[src/i8008_pkg.sv]
`default_nettype none

package i8008_pkg;

  typedef logic [7:0]  byte_t;    // Data bus, registers and ALU values
  typedef logic [13:0] addr_t;    // Memory address
  typedef logic [2:0]  reg_sel_t; // Register index as encoded in opcodes
  typedef logic [3:0]  flags_t;

  // Register indices follow the DDD/SSS opcode fields
  localparam reg_sel_t REG_A = 3'd0;
  localparam reg_sel_t REG_B = 3'd1;
  localparam reg_sel_t REG_C = 3'd2;
  localparam reg_sel_t REG_D = 3'd3;
  localparam reg_sel_t REG_E = 3'd4;
  localparam reg_sel_t REG_H = 3'd5;
  localparam reg_sel_t REG_L = 3'd6;
  localparam reg_sel_t REG_M = 3'd7; // Memory at H:L
  localparam int NUM_REGS = 7;

  localparam int FLAG_CARRY  = 0;
  localparam int FLAG_ZERO   = 1;
  localparam int FLAG_SIGN   = 2;
  localparam int FLAG_PARITY = 3;

  // Codes as seen on the S2..S0 state pins
  typedef enum logic [2:0] {
    T1      = 3'b010,
    T2      = 3'b001,
    T3      = 3'b100,
    T4      = 3'b111,
    T5      = 3'b101,
    WAIT    = 3'b000,
    STOPPED = 3'b110
  } t_state_t;

  // Cycle type driven on D7:D6 during T2
  typedef enum logic [1:0] {
    PCI = 2'b00, // Instruction fetch
    PCR = 2'b10, // Memory read
    PCW = 2'b11  // Memory write
  } cycle_t;

  // Low eight codes match the PPP field of ALU opcodes
  typedef enum logic [3:0] {
    ALU_ADD, ALU_ADC, ALU_SUB, ALU_SBB,
    ALU_AND, ALU_XOR, ALU_OR,  ALU_CMP,
    ALU_INC, ALU_DEC,
    ALU_RLC, ALU_RRC, ALU_RAL, ALU_RAR
  } alu_fn_t;

  localparam byte_t OP_HLT0 = 8'h00;
  localparam byte_t OP_HLT1 = 8'h01;
  localparam byte_t OP_HLT2 = 8'hFF;

  // Opcode groups in bits 7:6
  localparam logic [1:0] GRP_IMM = 2'b00; // Immediates, INr/DCr, rotates
  localparam logic [1:0] GRP_ALU = 2'b10; // ALUr
  localparam logic [1:0] GRP_MOV = 2'b11; // Lr1r2, LMr

  // Bits 2:0 within the 00 group
  localparam logic [2:0] LOW_INR  = 3'b000;
  localparam logic [2:0] LOW_DCR  = 3'b001;
  localparam logic [2:0] LOW_ROT  = 3'b010;
  localparam logic [2:0] LOW_ALUI = 3'b100;
  localparam logic [2:0] LOW_LRI  = 3'b110;

endpackage

`default_nettype wire

[src/t_state_sequencer.sv]
`timescale 1ns/1ps
`default_nettype none

module t_state_sequencer import i8008_pkg::*; (
  input  logic     clk,
  input  logic     rst,
  input  byte_t    data_in,
  input  logic     ready,
  output t_state_t state,
  output cycle_t   cycle,
  output logic     sync,
  output reg_sel_t src_sel,
  output reg_sel_t wr_sel,
  output logic     rf_we,
  output logic     wb_from_alu,
  output alu_fn_t  alu_fn,
  output logic     flags_we,
  output logic     operand_from_rf
);

  byte_t    ir;
  reg_sel_t ddd, sss;
  t_state_t next_state;
  cycle_t   next_cycle;
  logic     xfer; // Data taken in T3 or in the WAIT that ends it
  logic     is_mov, is_lmr, is_alur, is_alui, is_lri, is_inr, is_dcr, is_rot;

  function automatic logic is_halt(byte_t op);
    return (op == OP_HLT0) || (op == OP_HLT1) || (op == OP_HLT2);
  endfunction

  // LrI and ALUI fetch a second byte
  function automatic logic needs_pcr(byte_t op);
    return (op[7:6] == GRP_IMM) &&
           ((op[2:0] == LOW_ALUI) || ((op[2:0] == LOW_LRI) && (op[5:3] != REG_M)));
  endfunction

  assign ddd  = ir[5:3];
  assign sss  = ir[2:0];
  assign xfer = ready && ((state == T3) || (state == WAIT));
  assign sync = (state == T1);

  assign is_mov  = (ir[7:6] == GRP_MOV) && (ddd != REG_M) && (sss != REG_M);
  assign is_lmr  = (ir[7:6] == GRP_MOV) && (ddd == REG_M) && (sss != REG_M);
  assign is_alur = (ir[7:6] == GRP_ALU) && (sss != REG_M);
  assign is_alui = (ir[7:6] == GRP_IMM) && (sss == LOW_ALUI);
  assign is_lri  = (ir[7:6] == GRP_IMM) && (sss == LOW_LRI) && (ddd != REG_M);
  assign is_inr  = (ir[7:6] == GRP_IMM) && (sss == LOW_INR) && (ddd != REG_A) && (ddd != REG_M);
  assign is_dcr  = (ir[7:6] == GRP_IMM) && (sss == LOW_DCR) && (ddd != REG_A) && (ddd != REG_M);
  assign is_rot  = (ir[7:6] == GRP_IMM) && (sss == LOW_ROT) && !ddd[2];

  always_ff @(posedge clk) begin
    if (rst) begin
      state <= T1;
      cycle <= PCI;
      ir    <= '0;
    end else begin
      state <= next_state;
      cycle <= next_cycle;
      if (xfer && (cycle == PCI)) begin
        ir <= data_in; // Opcode byte
      end
    end
  end

  always_comb begin
    next_state = state; // STOPPED holds until reset
    next_cycle = cycle;
    case (state)
      T1: next_state = T2;
      T2: next_state = T3;
      T3, WAIT: begin
        if (!ready) begin
          next_state = WAIT;
        end else if (cycle == PCI) begin
          // Decode straight off the bus, IR loads at this edge
          if (is_halt(data_in)) begin
            next_state = STOPPED;
          end else if (needs_pcr(data_in)) begin
            next_state = T1;
            next_cycle = PCR;
          end else begin
            next_state = T4;
          end
        end else if (cycle == PCR) begin
          next_state = T4;
        end else begin
          next_state = T1; // End of PCW
          next_cycle = PCI;
        end
      end
      T4: begin
        if ((cycle == PCI) && is_lmr) begin
          next_state = T1;
          next_cycle = PCW;
        end else begin
          next_state = T5;
        end
      end
      T5: begin
        next_state = T1;
        next_cycle = PCI;
      end
      default: ;
    endcase
  end

  always_comb begin
    src_sel         = REG_A;
    wr_sel          = REG_A;
    rf_we           = 1'b0;
    wb_from_alu     = 1'b0;
    flags_we        = 1'b0;
    operand_from_rf = 1'b0;

    if (is_inr) begin
      alu_fn = ALU_INC;
    end else if (is_dcr) begin
      alu_fn = ALU_DEC;
    end else if (is_rot) begin
      case (ddd[1:0])
        2'b00:   alu_fn = ALU_RLC;
        2'b01:   alu_fn = ALU_RRC;
        2'b10:   alu_fn = ALU_RAL;
        default: alu_fn = ALU_RAR;
      endcase
    end else begin
      alu_fn = alu_fn_t'({1'b0, ddd}); // PPP field
    end

    // Register operand read into the latch
    if ((state == T4) && (cycle == PCI)) begin
      operand_from_rf = 1'b1;
      if (is_inr || is_dcr) begin
        src_sel = ddd;
      end else if (!is_rot) begin
        src_sel = sss;
      end
    end

    if (state == T5) begin
      if (is_mov || is_lri) begin
        rf_we  = 1'b1;
        wr_sel = ddd;
      end else if (is_alur || is_alui) begin
        rf_we       = (alu_fn != ALU_CMP); // CMP only sets flags
        wb_from_alu = 1'b1;
        flags_we    = 1'b1;
      end else if (is_inr || is_dcr || is_rot) begin
        rf_we       = 1'b1;
        wr_sel      = is_rot ? REG_A : ddd;
        wb_from_alu = 1'b1;
        flags_we    = 1'b1;
      end
    end
  end

endmodule

`default_nettype wire

[src/reg_file.sv]
`timescale 1ns/1ps
`default_nettype none

module reg_file import i8008_pkg::*; (
  input  logic     clk,
  input  logic     rst,
  input  reg_sel_t src_sel,
  input  reg_sel_t wr_sel,
  input  logic     we,
  input  byte_t    wr_data,
  input  byte_t    alu_result,
  input  logic     wb_from_alu,
  output byte_t    src_data,
  output byte_t    acc,
  output byte_t    h,
  output byte_t    l
);

  byte_t regs [NUM_REGS];
  byte_t wb_data;

  assign wb_data = wb_from_alu ? alu_result : wr_data;

  always_ff @(posedge clk) begin
    if (rst) begin
      for (int i = 0; i < NUM_REGS; i++) begin
        regs[i] <= '0;
      end
    end else if (we && (wr_sel != REG_M)) begin
      regs[wr_sel] <= wb_data;
    end
  end

  assign src_data = (src_sel == REG_M) ? '0 : regs[src_sel]; // M has no storage here
  assign acc      = regs[REG_A];
  assign h        = regs[REG_H]; // Store address high
  assign l        = regs[REG_L];

endmodule

`default_nettype wire

[src/alu.sv]
`timescale 1ns/1ps
`default_nettype none

module alu import i8008_pkg::*; (
  input  logic    clk,
  input  logic    rst,
  input  byte_t   acc,
  input  byte_t   operand,
  input  alu_fn_t fn,
  input  logic    flags_we,
  output byte_t   result
);

  flags_t flags, flags_next;
  logic   carry_in, carry_out;
  logic   is_rotate;

  assign carry_in  = flags[FLAG_CARRY];
  assign is_rotate = (fn == ALU_RLC) || (fn == ALU_RRC) || (fn == ALU_RAL) || (fn == ALU_RAR);

  always_comb begin
    carry_out = 1'b0; // Logic ops clear carry
    result    = '0;
    case (fn)
      ALU_ADD: {carry_out, result} = {1'b0, acc} + {1'b0, operand};
      ALU_ADC: {carry_out, result} = {1'b0, acc} + {1'b0, operand} + {8'd0, carry_in};
      // Bit 8 of the difference is the borrow
      ALU_SUB, ALU_CMP: {carry_out, result} = {1'b0, acc} - {1'b0, operand};
      ALU_SBB: {carry_out, result} = {1'b0, acc} - {1'b0, operand} - {8'd0, carry_in};
      ALU_AND: result = acc & operand;
      ALU_XOR: result = acc ^ operand;
      ALU_OR:  result = acc | operand;
      ALU_INC: begin
        result    = operand + 8'd1;
        carry_out = carry_in; // Carry untouched
      end
      ALU_DEC: begin
        result    = operand - 8'd1;
        carry_out = carry_in;
      end
      ALU_RLC: begin
        result    = {acc[6:0], acc[7]};
        carry_out = acc[7];
      end
      ALU_RRC: begin
        result    = {acc[0], acc[7:1]};
        carry_out = acc[0];
      end
      ALU_RAL: begin
        result    = {acc[6:0], carry_in}; // Rotate through carry
        carry_out = acc[7];
      end
      ALU_RAR: begin
        result    = {carry_in, acc[7:1]};
        carry_out = acc[0];
      end
      default: carry_out = carry_in;
    endcase
  end

  always_comb begin
    flags_next             = flags;
    flags_next[FLAG_CARRY] = carry_out;
    if (!is_rotate) begin
      flags_next[FLAG_ZERO]   = (result == 8'd0);
      flags_next[FLAG_SIGN]   = result[7];
      flags_next[FLAG_PARITY] = ~^result; // Even number of ones
    end
  end

  always_ff @(posedge clk) begin
    if (rst) begin
      flags <= '0;
    end else if (flags_we) begin
      flags <= flags_next;
    end
  end

endmodule

`default_nettype wire

[src/bus_unit.sv]
`timescale 1ns/1ps
`default_nettype none

module bus_unit import i8008_pkg::*; (
  input  logic     clk,
  input  logic     rst,
  input  t_state_t state,
  input  cycle_t   cycle,
  input  logic     ready,
  input  byte_t    data_in,
  input  byte_t    src_data,
  input  byte_t    h,
  input  byte_t    l,
  input  logic     operand_from_rf,
  output byte_t    operand,
  output byte_t    data_out
);

  addr_t pc;
  addr_t addr;
  logic  rd_xfer;

  // Read cycles complete in T3, or in the WAIT that stands in for it
  assign rd_xfer = ready && ((state == T3) || (state == WAIT)) &&
                   ((cycle == PCI) || (cycle == PCR));

  always_ff @(posedge clk) begin
    if (rst) begin
      pc <= '0;
    end else if (rd_xfer) begin
      pc <= pc + 14'd1;
    end
  end

  always_ff @(posedge clk) begin
    if (rd_xfer && (cycle == PCR)) begin
      operand <= data_in; // Immediate byte
    end else if (operand_from_rf) begin
      operand <= src_data;
    end
  end

  assign addr = (cycle == PCW) ? {h[5:0], l} : pc;

  always_comb begin
    case (state)
      T1:      data_out = addr[7:0];
      T2:      data_out = {cycle, addr[13:8]};
      T3, WAIT: data_out = (cycle == PCW) ? operand : '0; // Store data held while waiting
      default: data_out = '0;
    endcase
  end

endmodule

`default_nettype wire

[src/i8008_core.sv]
`timescale 1ns/1ps
`default_nettype none

module i8008_core import i8008_pkg::*; (
  input  logic     clk,
  input  logic     rst,
  input  byte_t    data_in,
  input  logic     ready,
  output byte_t    data_out,
  output logic     sync,
  output t_state_t state
);

  cycle_t   cycle;
  reg_sel_t src_sel, wr_sel;
  logic     rf_we, wb_from_alu;
  alu_fn_t  alu_fn;
  logic     flags_we, operand_from_rf;
  byte_t    src_data, acc, h, l;
  byte_t    alu_result, operand;

  t_state_sequencer seq_i (
    .clk, .rst, .data_in, .ready,
    .state, .cycle, .sync,
    .src_sel, .wr_sel, .rf_we, .wb_from_alu,
    .alu_fn, .flags_we, .operand_from_rf
  );

  reg_file rf_i (
    .clk, .rst, .src_sel, .wr_sel,
    .we(rf_we), .wr_data(operand), .alu_result, .wb_from_alu,
    .src_data, .acc, .h, .l
  );

  alu alu_i (
    .clk, .rst, .acc, .operand,
    .fn(alu_fn), .flags_we, .result(alu_result)
  );

  bus_unit bus_i (
    .clk, .rst, .state, .cycle, .ready,
    .data_in, .src_data, .h, .l,
    .operand_from_rf, .operand, .data_out
  );

endmodule

`default_nettype wire

[config.mk]
export PLATFORM = sky130hd
export DESIGN_NAME = i8008_core
export DESIGN_NICKNAME = d
export VERILOG_FILES = /design/src/i8008_pkg.sv /design/src/t_state_sequencer.sv /design/src/reg_file.sv /design/src/alu.sv /design/src/bus_unit.sv /design/src/i8008_core.sv
export SDC_FILE = /design/constraint.sdc
export NUM_CORES = 1
export LEC_CHECK = 0
export ABC_CLOCK_PERIOD_IN_PS = 8000
export BUFFER_PORTS_ARGS = -buffer_cell sky130_fd_sc_hd__buf_2
export CAP_MARGIN = 0
export CORE_ASPECT_RATIO = 1.5
export CORE_MARGIN = 4
export CORE_UTILIZATION = 40
export CTS_BUF_LIST = sky130_fd_sc_hd__clkbuf_2 sky130_fd_sc_hd__clkbuf_4 sky130_fd_sc_hd__clkbuf_8
export CTS_CLUSTER_DIAMETER = 60
export CTS_CLUSTER_SIZE = 16
export DETAILED_ROUTE_END_ITERATION = 6
export RECOVER_POWER = 50
export SETUP_SLACK_MARGIN = 0.15
export SLEW_MARGIN = 20
export SYNTH_ARGS = -nofsm -noshare
export SYNTH_HDL_FRONTEND = slang
export SYNTH_SLANG_ARGS = --single-unit
[constraint.sdc]
create_clock -name clk -period 8 [get_ports clk]
set_input_delay 1.6 -clock clk [delete_from_list [all_inputs] [get_ports clk]]
set_output_delay 1.6 -clock clk [all_outputs]
set_load 0.02 [all_outputs]
==> results.ini <==
[synthesis]
syn_avg_cell_area_sq_um=8.34
synth_top_area_share_pct=24.4
synthAdderAreaFrac_pct=6.02
synth.top_cells.by_area=edfxtp_1 (24%), dfxtp_1 (10%), nor2_1 (6.9%)
yosysMostFrequentCell=nor2_1
synthArstFlopShare_pct=0
synthesis.area_sq_mm=0.00690
synth_compound_area_share_pct=20.3
synth-edff-count=56
synth_cell_type_count=67
synth_xor_area_share_pct=5.58
synth-simple-area-share_pct=22.1
synthMuxAreaShare_pct=5.64
yosys_warnings=0
synth_top_area_cell=edfxtp_1
synth-seq-cells=92
synthFlopType=edfxtp_1
syn_inst=828
synth_nets=871
synth_top_family_by_area=simple AND/OR/NAND/NOR gates
synthTopCellsByCount=nor2_1 (127), nand2_1 (64), edfxtp_1 (56)
synth.yosys.seq_area_share_pct=34.8

[critical_path]
cp_max_fo=31
reg2reg_depth=7
arrival_ps=6210
rrSetupSlack_ps=2100
startpoint_type=input port
reg2reg_to=rf_i.regs[4][6]
worstSetupPathType=input port to flip-flop
worstSetupEndpointType=flip-flop
rr_startpoint=seq_i.ir[4]
required_ps=8020

[final_layout]
final_cells=1035
nFillCells=1717
final_cell_area_sq_mm=0.00732
drive_gt1_share_pct=7.03
diodes=0
nets=863
syn2layout_area_growth_pct=6.02
seqCellArea_sq_mm=0.00240
multiInputGateArea_sq_mm=0.00411

[sta]
tightestPinTransition_ps=2860
setup_slack_ps=1820
min_period_ps=6180
fin_crit_sh_pct=77.3
fmax_ghz=0.162
setup_viol=0
final.setup.tns_ps=0
slew_viol_final=10
rsz0062_at_grt=false
hold_viol=0
fin_skew_ps=21.9
slew_headroom_pct=-95.7
hold_ws_ps=520

[floorplan]
core_area_sq_mm=0.0168
fp.dieW_microns=115
die_area_sq_mm=0.0195
die_y_microns=169
initial_core_util_pct=41.0
io_pins=23
row_count=58

[route]
vias_per_cell=6.30
final_antenna_net_count=0
via_count=6518
first_iter_violations=714
drt-pass1-iter-count=5
wl_per_cell_microns=22.5
wl_microns=23200
drc=0

[grt]
grt_usage_pct=23.7
grt_start_max_net_pins=32
grt_busiest_layer=met2
grt_pass1_vias=6148
antenna_found_initial=0
grt_pass1_wl_microns=35600
use_met3_pct=3.15
grt_overflow=0
met1_usage_pct=28.8
grtUsageMet2_pct=40.6

[power_and_ir_drop]
power_density_mw_per_mm2=177
irDropWorstVdd_v=0.000106
power.leakage_uw=0.00265

[cts]
cts_max_level=3
worstSkewPairLatency_ps=380
cts_tree=built
clock-sinks=92
cts-resized-gates=0
cts_made_buffers=9
hold_buffers=0
cts_buffer_depth=2
clock-root-buffer=clkbuf_8
postCtsSetupBuffers=0
clk_pin_slew_ps=110

[place]
gp_congestion=0.974
dpl.hpwl_microns=17100
place_ws_ps=3800
placed_cell_area_sq_mm=0.00715
port_buffers=22
placed_cells=1019

[worst_hold_path]
min-delay-start=rf_i.regs[6][4]
worstHoldPathCells=2
min_delay_worst_endpoint=rf_i.regs[6][4]
holdCritPathClass=flip-flop to flip-flop

[run_status]
violations=capacitance limit, slew limit
status=finished, violations left

[run]
drv_cap=1

==> metrics by stage <==
| stage | utilization (%) | total power [uW] |
|---|---|---|
| floorplan | - | 862 |
| global placement | 42.5 | 975 |
| detailed placement | 42.5 | 975 |
| CTS | 43.7 | 1290 |
| global route | 43.5 | 1360 |
| finish | 43.5 | 1300 |
==> placed cells by master (no fill, tap or decap), types with 8 or more instances in the layout <==
| master | n |
|---|---|
| a21oi_1 | 44 |
| a221oi_1 | 21 |
| clkbuf_8 | 9 |
| o211ai_1 | 9 |
| nand2_1 | 64 |
| and3_1 | 11 |
| xnor2_1 | 33 |
| o21ai_0 | 34 |
| nand4_1 | 11 |
| nor3_1 | 16 |
| nand3_1 | 36 |
| nor4_1 | 9 |
| mux2i_1 | 31 |
| ha_1 | 30 |
| xor2_1 | 11 |
| dfxtp_1 | 36 |
| edfxtp_1 | 56 |
| nor2_1 | 127 |
| a22oi_1 | 8 |
| inv_1 | 51 |
| buf_2 | 13 |
| o22ai_1 | 14 |
| clkbuf_1 | 10 |
| nor2b_1 | 9 |
==> final cells by class <==
class,instances,area share [%]
sequential,92,32.8
clock inverter,7,1.11
tap,210,3.59
inverter,52,2.67
timing repair buffer,29,2.02
multi-input combinational,636,56.1
clock buffer,9,1.69
==> routing by layer <==
layer / part of all wire [%] / vias up
li1: - / 3021
met1: 39 / 3102
met2: 50 / 317
met3: 6.8 / 78
met4: 4.7 / 0
met5: 0 / -
==> how the worst max path moves through the flow <==
stage / startpoint / slack [ps] / endpoint / cells past startpoint
floorplan: seq_i.state[0] / 4110 / data_out[0] / 8
global placement: bus_i.operand[0] / 3800 / rf_i.regs[3][6] / 9
detailed placement: bus_i.operand[0] / 3800 / rf_i.regs[2][6] / 9
CTS: bus_i.operand[0] / 3770 / rf_i.regs[2][6] / 9
global route: rst / 1750 / rf_i.regs[4][6] / 4
finish: rst / 1820 / rf_i.regs[4][6] / 4
==> where the power goes <==
group	switching [uW]	internal (uW)
Clock	202	124
Combinational	255	130
Sequential	58.2	527
Total	515	781
==> sequential cells by signal, indices dropped and copies added, names as in the netlist <==
register,cells
rf_i.regs,56
bus_i.pc,14
bus_i.operand,8
seq_i.ir,8
seq_i.state,3
seq_i.cycle,2
alu_i.flags,1
==> kinds of logic (layout without fill, tap and decap cells) <==
logic type	after synthesis	count (layout)
and+or+nand+nor	322	322
AOI/OAI and AO/OA	200	200
buffers and inverters	100	97
DFF	92	92
xor gates and xnor gates	44	44
muxes	38	38
adders and majority gates	32	32
==> worst max-delay path, stage by stage <==
cell and delay [ps]:
clkbuf_1 570, a2111oi_0 2390, nand4_1 980, nand2_1 650
Note: power is estimated with default switching activity, not from simulation.
